### src/vga_pkg.sv
package vga_pkg;

  // raster counters, wide enough for the whole line of 24 columns
  localparam int COORD_W = 5;

  // horizontal timing in columns
  localparam logic [COORD_W-1:0] H_VISIBLE     = 5'd16;
  localparam logic [COORD_W-1:0] H_FRONT_PORCH = 5'd2;
  localparam logic [COORD_W-1:0] H_SYNC_PULSE  = 5'd3;
  localparam logic [COORD_W-1:0] H_WHOLE_LINE  = 5'd24;

  // vertical timing in rows
  localparam logic [COORD_W-1:0] V_VISIBLE     = 5'd8;
  localparam logic [COORD_W-1:0] V_FRONT_PORCH = 5'd1;
  localparam logic [COORD_W-1:0] V_SYNC_PULSE  = 5'd2;
  localparam logic [COORD_W-1:0] V_WHOLE_FRAME = 5'd12;

  // sync windows are [start, end)
  localparam logic [COORD_W-1:0] H_SYNC_START = H_VISIBLE + H_FRONT_PORCH;
  localparam logic [COORD_W-1:0] H_SYNC_END   = H_SYNC_START + H_SYNC_PULSE;
  localparam logic [COORD_W-1:0] V_SYNC_START = V_VISIBLE + V_FRONT_PORCH;
  localparam logic [COORD_W-1:0] V_SYNC_END   = V_SYNC_START + V_SYNC_PULSE;

  // word addressed memory, one frame of 128 words
  localparam int ADDR_W      = 7;
  localparam int DATA_W      = 16;
  localparam int BANK_COUNT  = 4;
  localparam int BANK_SEL_W  = 2;
  localparam int BANK_ADDR_W = 5;

  localparam logic [1:0] RESP_OKAY = 2'b00;

  // streamer read fsm encoding
  localparam logic [1:0] ST_IDLE      = 2'b00;
  localparam logic [1:0] ST_READ      = 2'b01;
  localparam logic [1:0] ST_READ_WAIT = 2'b10;

  // one sram word, seen either raw or as a 4:4:4 color
  typedef struct packed {
    logic [3:0] red;
    logic [3:0] green;
    logic [3:0] blue;
    logic [3:0] unused;
  } pixel_rgb_t;

  typedef union packed {
    logic [DATA_W-1:0] raw;
    pixel_rgb_t        rgb;
  } pixel_word_u;

endpackage

### src/axil_read_if.sv
`timescale 1ns/1ps

interface axil_read_if;

  // read address channel
  logic [vga_pkg::ADDR_W-1:0] araddr;
  logic                       arvalid;
  logic                       arready;

  // read data channel, data kept in its pixel word form
  vga_pkg::pixel_word_u       rdata;
  logic [1:0]                 rresp;
  logic                       rvalid;
  logic                       rready;

  modport master (
    output araddr, arvalid, rready,
    input  arready, rdata, rresp, rvalid
  );

  // slave side is shared by the router (ar) and the merge (r)
  modport slave (
    input  araddr, arvalid, rready,
    output arready, rdata, rresp, rvalid
  );

endinterface

### src/sram_access_router.sv
`timescale 1ns/1ps

module sram_access_router (
  input  logic                                clk,
  input  logic                                reset,
  axil_read_if.slave                          rd,
  input  logic                                load_en,
  input  logic [vga_pkg::ADDR_W-1:0]          load_addr,
  input  logic [vga_pkg::DATA_W-1:0]          load_data,
  input  logic                                busy,
  output logic [vga_pkg::BANK_COUNT-1:0]      bank_rd,
  output logic [vga_pkg::BANK_COUNT-1:0]      bank_wr,
  output logic [vga_pkg::BANK_ADDR_W-1:0]     bank_addr,
  output logic [vga_pkg::DATA_W-1:0]          bank_wdata,
  output logic [vga_pkg::BANK_SEL_W-1:0]      rsp_bank
);

  logic                             rd_fire;
  logic [vga_pkg::ADDR_W-1:0]       sel_addr;
  logic [vga_pkg::BANK_SEL_W-1:0]   sel_bank;

  // loads win, and a pending response stalls new reads
  assign rd.arready = !busy && !load_en;
  assign rd_fire    = rd.arvalid && rd.arready;

  // low bits pick the bank, upper bits the word inside it
  assign sel_addr  = load_en ? load_addr : rd.araddr;
  assign sel_bank  = sel_addr[vga_pkg::BANK_SEL_W-1:0];
  assign bank_addr = sel_addr[vga_pkg::ADDR_W-1:vga_pkg::BANK_SEL_W];

  assign bank_wdata = load_data;

  // one hot strobes toward the banks
  always_comb begin
    bank_rd = '0;
    bank_wr = '0;
    bank_rd[sel_bank] = rd_fire;
    bank_wr[sel_bank] = load_en;
  end

  // bank index follows the read into the bank stage
  always_ff @(posedge clk or posedge reset) begin
    if (reset) begin
      rsp_bank <= '0;
    end else if (rd_fire) begin
      rsp_bank <= sel_bank;
    end
  end

endmodule

### src/sram_bank.sv
`timescale 1ns/1ps

module sram_bank (
  input  logic                             clk,
  input  logic                             rd,
  input  logic                             wr,
  input  logic [vga_pkg::BANK_ADDR_W-1:0]  addr,
  input  logic [vga_pkg::DATA_W-1:0]       wdata,
  output logic [vga_pkg::DATA_W-1:0]       rdata
);

  localparam int DEPTH = 2 ** vga_pkg::BANK_ADDR_W;

  logic [vga_pkg::DATA_W-1:0] mem [DEPTH];

  // single port, router never asks for both at once
  always_ff @(posedge clk) begin
    if (wr) begin
      mem[addr] <= wdata;
    end
  end

  // read word lands one cycle after the strobe
  // and holds until the next read
  always_ff @(posedge clk) begin
    if (rd) begin
      rdata <= mem[addr];
    end
  end

endmodule

### src/sram_read_merge.sv
`timescale 1ns/1ps

module sram_read_merge (
  input  logic                                               clk,
  input  logic                                               reset,
  input  logic [vga_pkg::BANK_SEL_W-1:0]                     rsp_bank,
  input  logic [vga_pkg::BANK_COUNT-1:0][vga_pkg::DATA_W-1:0] bank_rdata,
  axil_read_if.slave                                         rd,
  output logic                                               busy
);

  logic stage_valid;

  // a read accepted last cycle now has its word at the bank output
  always_ff @(posedge clk or posedge reset) begin
    if (reset) begin
      stage_valid <= 1'b0;
    end else begin
      stage_valid <= rd.arvalid && rd.arready;
    end
  end

  // output register is free whenever stage_valid is set,
  // since busy kept the router from accepting over a held response
  always_ff @(posedge clk or posedge reset) begin
    if (reset) begin
      rd.rvalid <= 1'b0;
    end else if (stage_valid) begin
      rd.rvalid <= 1'b1;
    end else if (rd.rready) begin
      rd.rvalid <= 1'b0;
    end
  end

  always_ff @(posedge clk) begin
    if (stage_valid) begin
      rd.rdata.raw <= bank_rdata[rsp_bank];
    end
  end

  assign rd.rresp = vga_pkg::RESP_OKAY;

  // bank stage in use, or response not yet taken
  assign busy = stage_valid || (rd.rvalid && !rd.rready);

endmodule

### src/vga_frame_top.sv
`timescale 1ns/1ps

module vga_frame_top (
  input  logic                         clk,
  input  logic                         reset,
  input  logic                         enable,
  input  logic                         load_en,
  input  logic [vga_pkg::ADDR_W-1:0]   load_addr,
  input  logic [vga_pkg::DATA_W-1:0]   load_data,
  output logic                         hsync,
  output logic                         vsync,
  output logic [3:0]                   red,
  output logic [3:0]                   green,
  output logic [3:0]                   blue,
  output logic                         valid
);

  logic [vga_pkg::BANK_COUNT-1:0]                      bank_rd;
  logic [vga_pkg::BANK_COUNT-1:0]                      bank_wr;
  logic [vga_pkg::BANK_ADDR_W-1:0]                     bank_addr;
  logic [vga_pkg::DATA_W-1:0]                          bank_wdata;
  logic [vga_pkg::BANK_COUNT-1:0][vga_pkg::DATA_W-1:0] bank_rdata;
  logic [vga_pkg::BANK_SEL_W-1:0]                      rsp_bank;
  logic                                                busy;

  axil_read_if rd_bus ();

  vga_sram_pixel_stream stream_i (
    .clk    (clk),
    .reset  (reset),
    .enable (enable),
    .rd     (rd_bus.master),
    .hsync  (hsync),
    .vsync  (vsync),
    .red    (red),
    .green  (green),
    .blue   (blue),
    .valid  (valid)
  );

  // address channel side of the slave
  sram_access_router router_i (
    .clk        (clk),
    .reset      (reset),
    .rd         (rd_bus.slave),
    .load_en    (load_en),
    .load_addr  (load_addr),
    .load_data  (load_data),
    .busy       (busy),
    .bank_rd    (bank_rd),
    .bank_wr    (bank_wr),
    .bank_addr  (bank_addr),
    .bank_wdata (bank_wdata),
    .rsp_bank   (rsp_bank)
  );

  // banks share address and write data, strobes are per bank
  for (genvar g = 0; g < vga_pkg::BANK_COUNT; g++) begin : g_bank
    sram_bank bank_i (
      .clk   (clk),
      .rd    (bank_rd[g]),
      .wr    (bank_wr[g]),
      .addr  (bank_addr),
      .wdata (bank_wdata),
      .rdata (bank_rdata[g])
    );
  end

  // data channel side of the slave
  sram_read_merge merge_i (
    .clk        (clk),
    .reset      (reset),
    .rsp_bank   (rsp_bank),
    .bank_rdata (bank_rdata),
    .rd         (rd_bus.slave),
    .busy       (busy)
  );

endmodule

### src/vga_sram_pixel_stream.sv
`timescale 1ns/1ps

module vga_sram_pixel_stream (
  input  logic              clk,
  input  logic              reset,
  input  logic              enable,
  axil_read_if.master       rd,
  output logic              hsync,
  output logic              vsync,
  output logic [3:0]        red,
  output logic [3:0]        green,
  output logic [3:0]        blue,
  output logic              valid
);

  logic                          started;
  logic [1:0]                    state;
  logic [1:0]                    next_state;
  logic                          read_start;
  logic                          read_done;
  logic [vga_pkg::COORD_W-1:0]   read_column;
  logic [vga_pkg::COORD_W-1:0]   read_row;
  logic [vga_pkg::ADDR_W-1:0]    pixel_addr;
  logic [vga_pkg::COORD_W-1:0]   vga_column;
  logic [vga_pkg::COORD_W-1:0]   vga_row;
  logic                          vga_visible;

  // stays set once enable has been seen
  always_ff @(posedge clk or posedge reset) begin
    if (reset) begin
      started <= 1'b0;
    end else if (enable) begin
      started <= 1'b1;
    end
  end

  // read side raster position, one step per issued read
  always_ff @(posedge clk or posedge reset) begin
    if (reset) begin
      read_column <= '0;
      read_row    <= '0;
    end else if (read_start) begin
      if (read_column == vga_pkg::H_WHOLE_LINE - 1'b1) begin
        read_column <= '0;
        if (read_row == vga_pkg::V_WHOLE_FRAME - 1'b1) begin
          read_row <= '0;
        end else begin
          read_row <= read_row + 1'b1;
        end
      end else begin
        read_column <= read_column + 1'b1;
      end
    end
  end

  // address walks visible columns only
  // during hblank it points at the next row's first word
  // vblank holds it at 0 so the next frame starts clean
  always_ff @(posedge clk or posedge reset) begin
    if (reset) begin
      pixel_addr <= '0;
    end else if (read_row >= vga_pkg::V_VISIBLE) begin
      pixel_addr <= '0;
    end else if (read_start && read_column < vga_pkg::H_VISIBLE) begin
      pixel_addr <= pixel_addr + 1'b1;
    end
  end

  // read fsm
  // READ_WAIT leaves once arvalid has dropped, so the address
  // handshake is never missed even when accepted in READ
  always_comb begin
    next_state = state;
    read_start = 1'b0;
    case (state)
      vga_pkg::ST_IDLE: begin
        if (started && enable) begin
          next_state = vga_pkg::ST_READ;
          read_start = 1'b1;
        end
      end
      vga_pkg::ST_READ: begin
        next_state = vga_pkg::ST_READ_WAIT;
      end
      vga_pkg::ST_READ_WAIT: begin
        if (!rd.arvalid) begin
          if (enable) begin
            next_state = vga_pkg::ST_READ;
            read_start = 1'b1;
          end else begin
            next_state = vga_pkg::ST_IDLE;
          end
        end
      end
      default: begin
        next_state = vga_pkg::ST_IDLE;
      end
    endcase
  end

  always_ff @(posedge clk or posedge reset) begin
    if (reset) begin
      state <= vga_pkg::ST_IDLE;
    end else begin
      state <= next_state;
    end
  end

  // read address channel, arvalid holds until arready
  always_ff @(posedge clk or posedge reset) begin
    if (reset) begin
      rd.araddr  <= '0;
      rd.arvalid <= 1'b0;
      rd.rready  <= 1'b0;
    end else begin
      // always ready for data once out of reset
      rd.rready <= 1'b1;
      if (read_start) begin
        rd.araddr  <= pixel_addr;
        rd.arvalid <= 1'b1;
      end else if (rd.arready) begin
        rd.arvalid <= 1'b0;
      end
    end
  end

  assign read_done = rd.rvalid && rd.rready;

  // display side position, lags the read side by the memory latency
  always_ff @(posedge clk or posedge reset) begin
    if (reset) begin
      vga_column <= '0;
      vga_row    <= '0;
    end else if (read_done) begin
      if (vga_column == vga_pkg::H_WHOLE_LINE - 1'b1) begin
        vga_column <= '0;
        if (vga_row == vga_pkg::V_WHOLE_FRAME - 1'b1) begin
          vga_row <= '0;
        end else begin
          vga_row <= vga_row + 1'b1;
        end
      end else begin
        vga_column <= vga_column + 1'b1;
      end
    end
  end

  assign vga_visible = (vga_column < vga_pkg::H_VISIBLE) && (vga_row < vga_pkg::V_VISIBLE);

  // all outputs registered on the same edge
  // blanking words are still read but shown black
  always_ff @(posedge clk or posedge reset) begin
    if (reset) begin
      hsync <= 1'b0;
      vsync <= 1'b0;
      red   <= '0;
      green <= '0;
      blue  <= '0;
      valid <= 1'b0;
    end else begin
      valid <= 1'b0;
      if (read_done) begin
        // syncs are active low
        hsync <= !(vga_column >= vga_pkg::H_SYNC_START && vga_column < vga_pkg::H_SYNC_END);
        vsync <= !(vga_row >= vga_pkg::V_SYNC_START && vga_row < vga_pkg::V_SYNC_END);
        red   <= vga_visible ? rd.rdata.rgb.red : 4'h0;
        green <= vga_visible ? rd.rdata.rgb.green : 4'h0;
        blue  <= vga_visible ? rd.rdata.rgb.blue : 4'h0;
        valid <= 1'b1;
      end
    end
  end

endmodule
### config.mk
export PLATFORM = sky130hd
export DESIGN_NAME = vga_frame_top
export DESIGN_NICKNAME = d
export VERILOG_FILES = /design/src/vga_pkg.sv /design/src/axil_read_if.sv /design/src/sram_access_router.sv /design/src/sram_bank.sv /design/src/sram_read_merge.sv /design/src/vga_frame_top.sv /design/src/vga_sram_pixel_stream.sv
export SDC_FILE = /design/constraint.sdc
export NUM_CORES = 2
export LEC_CHECK = 0
export BUFFER_PORTS_ARGS = -buffer_cell sky130_fd_sc_hd__buf_2
export CORE_UTILIZATION = 40
export CTS_CLUSTER_SIZE = 28
export DETAILED_ROUTE_END_ITERATION = 6
export MAX_ROUTING_LAYER = met4
export PLACE_DENSITY = 0.63
export SKIP_LAST_GASP = 1
export SLEW_MARGIN = 0
export SYNTH_ARGS = -nofsm -noshare
export SYNTH_HDL_FRONTEND = slang
export SYNTH_SLANG_ARGS = --single-unit
### constraint.sdc
create_clock -name clk -period 3.01 [get_ports clk]
set_input_delay 0 -clock clk [delete_from_list [all_inputs] [get_ports clk]]
set_output_delay 0 -clock clk [all_outputs]
set_load 0.005 [all_outputs]
==> results by group <==
Placed design
  • IO buf count: 37
  • Post-DP HPWL: 96.0 mm
  • RePlAce Congestion: 0.870
  • Dpl cell area: 67,600 um^2
  • Pre-CTS worst setup slack: 0.0463 ns
  • Placed cell count: 5,232

Timing
  • Clock Skew: 0.0258 ns
  • Slew HR: 30.2%
  • Tmin final: 2.97 ns
  • Hold WS: around 0.11 ns
  • Final Max Tran Viols: 0
  • Setup TNS: 0 ns
  • Final hold viol count: 0
  • Final setup margin: between 0.04 and 0.05 ns
  • Final Setup Violations: 0
  • RSZ-0062 raised after global routing: true
  • Fmax: 337 MHz
  • Worst slew pin tran: 1.05 ns
  • Tcrit/Tclk final: a little over nine tenths

Finish
  • Area taken by multi-input logic gates: 12,400 um^2
  • Layout cells sized above 1: 26.2%
  • Core Util, Final: 47.3%
  • Fin nets: between 3,000 and 4,000
  • Register area: 49,400 um^2
  • Number of fillers in the final layout: 12,500
  • Post-route insts no fill: 5,555
  • Fin area: about 73,000 um^2
  • Syn-to-layout area delta: 17.0%

Yosys
  • Post-Syn Area: 62,400 um^2
  • Ys async rst share: approximately 3.5%
  • Most used DFF post-synth: edfxtp_1
  • Distinct cells, synth: 56
  • Register area share after synthesis: 79.1%
  • Post-synthesis area per instance: approximately 21 um^2
  • Synthesis Warnings: 0
  • Post-Syn Instances: 3,002
  • EDFF count, synth: 1,596
  • Post-Syn Nets: 3,037
  • #FFs+latches synth: 1,654

Worst setup path
  • Critical path required time: 3.48 ns
  • Critical Path Max Stage Delay: ~0.41 ns
  • Critical path class: reg -> reg
  • Cell repeated most along the worst path: buf_4
  • Crit-path cells: mux2_8, buf_4, nor2_4, buf_12, nand2_1, buf_4, nor2_1, buf_4
  • R2R Setup Slk: 0.04 ns
  • CP endpoint kind: flop
  • Startpoint Class: flop
  • Critical Path AT: 3.44 ns
  • CP max stage cell: mux2_8
  • Crit path max fanout: 33

Power and ir drop
  • Peak supply drop: slightly above 0.5 mV
  • Leakage: 23.5 nW
  • Overall power: 54.6 mW
  • Power Density: ~750 nW/um^2

Drt
  • Detailed-route wire length: 156 mm
  • DRC: 8
  • Wirelength per Cell: between 20 and 30 um
  • Routed via count: between 30,000 and 40,000
  • DRT iter0 DRCs: 4,211
  • Routed Antenna Nets: 0
  • Via/cell ratio: 5.73
  • Drt pass-1 iters: 7

Floorplanning
  • Row Count: between 100 and 150
  • Die width: 397 um
  • Die footprint: between 150,000 and 200,000 um^2
  • Initial Utilization: 40.4%
  • Io pins: 42
  • Die Height: 397 um
  • CORE AREA: about 150,000 um^2

Global routing
  • Gr busiest metal: met2
  • First-pass GRT wire length: ~230 mm
  • Largest net degree at the start of global routing: 93
  • M3 GR Usage: around 3.3%
  • GR Util All Layers: 20.5%
  • Initial antenna violation count: 2
  • Remaining Overflow, GRT: 0
  • Met1 usage: 28.8%
  • Grt met2 use: a little under a third
  • Vias in the first global route: 31,300

Status
  • Failing checks: DRC
  • Status: finished with violations

Clock network
  • Clk sinks: 1,654
  • CTS root buf: clkbuf_16
  • Reg clk slew, reported paths: around 0.060 ns
  • Cts bufs inserted: 167
  • CTS tree: built
  • Clock latency on the worst-skew pair: 0.78 ns
  • CTS H-tree lvls: 4
  • Maximum clock insertion buffer count: 3

Min path
  • HP Class: in -> reg

Job
  • Max_cap viols: 0
[registers in the layout (all words and copies together), names as in the netlist, 2 cells and up]
register	count
g_bank.bank_i.mem	1536
g_bank.bank_i.rdata	48
merge_i.rd.rdata	12
router_i.rsp_bank	2
stream_i.blue	4
stream_i.green	4
stream_i.pixel_addr	7
stream_i.rd.araddr	7
stream_i.read_column	5
stream_i.read_row	5
stream_i.red	4
stream_i.state	2
stream_i.vga_column	5
stream_i.vga_row	5
[placed cells by master (no fill, tap or decap), types with 8 or more instances in the layout]
cell type / instances
a21oi_1: 100
a22o_1: 59
a22oi_1: 277
buf_12: 52
buf_2: 25
buf_4: 272
bufinv_16: 9
clkbuf_1: 39
clkbuf_16: 175
clkinv_1: 32
clkinv_2: 34
dfrtp_1: 58
dlygate4sd3_1: 18
edfxtp_1: 1596
ha_1: 8
inv_1: 11
mux4_2: 306
nand2_1: 119
nor2_1: 140
o21ai_0: 15
or4_1: 43
[worst paths after layout]
kind	from	to	cells past startpoint
min reg2reg	stream_i.started$_DFFE_PP0P_	stream_i.started$_DFFE_PP0P_	1
max in group asynchronous	reset	stream_i.read_row[4]$_DFFE_PP0P_	5
min	load_addr[0]	g_bank[3].bank_i.mem[26][11]$_DFFE_PP_	5
max	stream_i.rd.araddr[2]$_DFFE_PP0P_	g_bank[2].bank_i.mem[2][11]$_DFFE_PP_	8
max reg2reg	stream_i.rd.araddr[2]$_DFFE_PP0P_	g_bank[2].bank_i.mem[2][11]$_DFFE_PP_	8
min in group asynchronous	reset	stream_i.vga_column[2]$_DFFE_PP0N_	4
[worst max-delay path: cells and delay by family, from the launching register on]
kind	cells	cell delay, ns
flip-flops	1	0.39
multiplexers	1	0.41
buffers and inverters	4	1.02
AND/OR/NAND/NOR	3	0.80
[power breakdown]
| group | switching [mW] | total [mW] | internal [mW] | leakage, nW |
|---|---|---|---|---|
| logic | 4.74 | 8.41 | 3.68 | 5.88 |
| clock network | 8.52 | 19.9 | 11.4 | 2.56 |
| registers | 0.456 | 26.3 | 25.9 | 15.1 |
| total | 13.7 | 54.6 | 40.9 | 23.5 |
[layout make-up]
type / count / area share, %
clock inverter: 88 / 0.965
inverter: 13 / 0.0668
sequential: 1654 / 67.6
multi-input combinational: 1171 / 16.9
tap: 2044 / 3.50
clock buffer: 214 / 6.18
antenna: 2 / 0.00685
timing repair buffer: 369 / 4.71
[synth_stat cells (all sizes together) (4+ instances only)]
library cell     n  area share (%)
ha               8            0.16
mux2             7            0.13
nor2b            5           0.050
a22oi          278             3.3
mux2i            5           0.080
nand2b           4           0.040
a22o            59            0.83
dfrtp           58             2.3
nand4            7           0.070
xnor2            5           0.070
a21oi          103            0.83
or4             43            0.52
mux4           306              11
inv             12           0.072
o21ai           17            0.14
edfxtp        1596              77
nor2           144            0.87
nor3             8           0.064
clkbuf          88            0.53
buf             76            0.68
nand3            4           0.032
nand2          119            0.72
[layer usage]
metal / vias up / share of wire (%)
met4: 0 / 2.2
met3: 196 / 7.7
li1: 13300 / -
met5: - / 0
met1: 16900 / 42
met2: 1381 / 48
[timing repair]
action / CTS / global route
setup buffers: 0 / 0
setup endpoints to repair: 0 / 3
endpoints found under the hold margin: 792 / 0
resized for setup: 0 / 2
hold buffers: 18 / 0
[cell families after synthesis]
| kind of cell | count (synthesis) | share of synthesized area, % |
|---|---|---|
| other cells | 1 | 0.00601 |
| compound gates | 477 | 5.38 |
| xor+xnor | 8 | 0.112 |
| buf+inv | 177 | 1.29 |
| mux | 318 | 11.3 |
| simple gates | 359 | 2.66 |
| flops | 1654 | 79.1 |
| fa+ha+maj | 8 | 0.160 |
(Power assumes the default switching activity.)
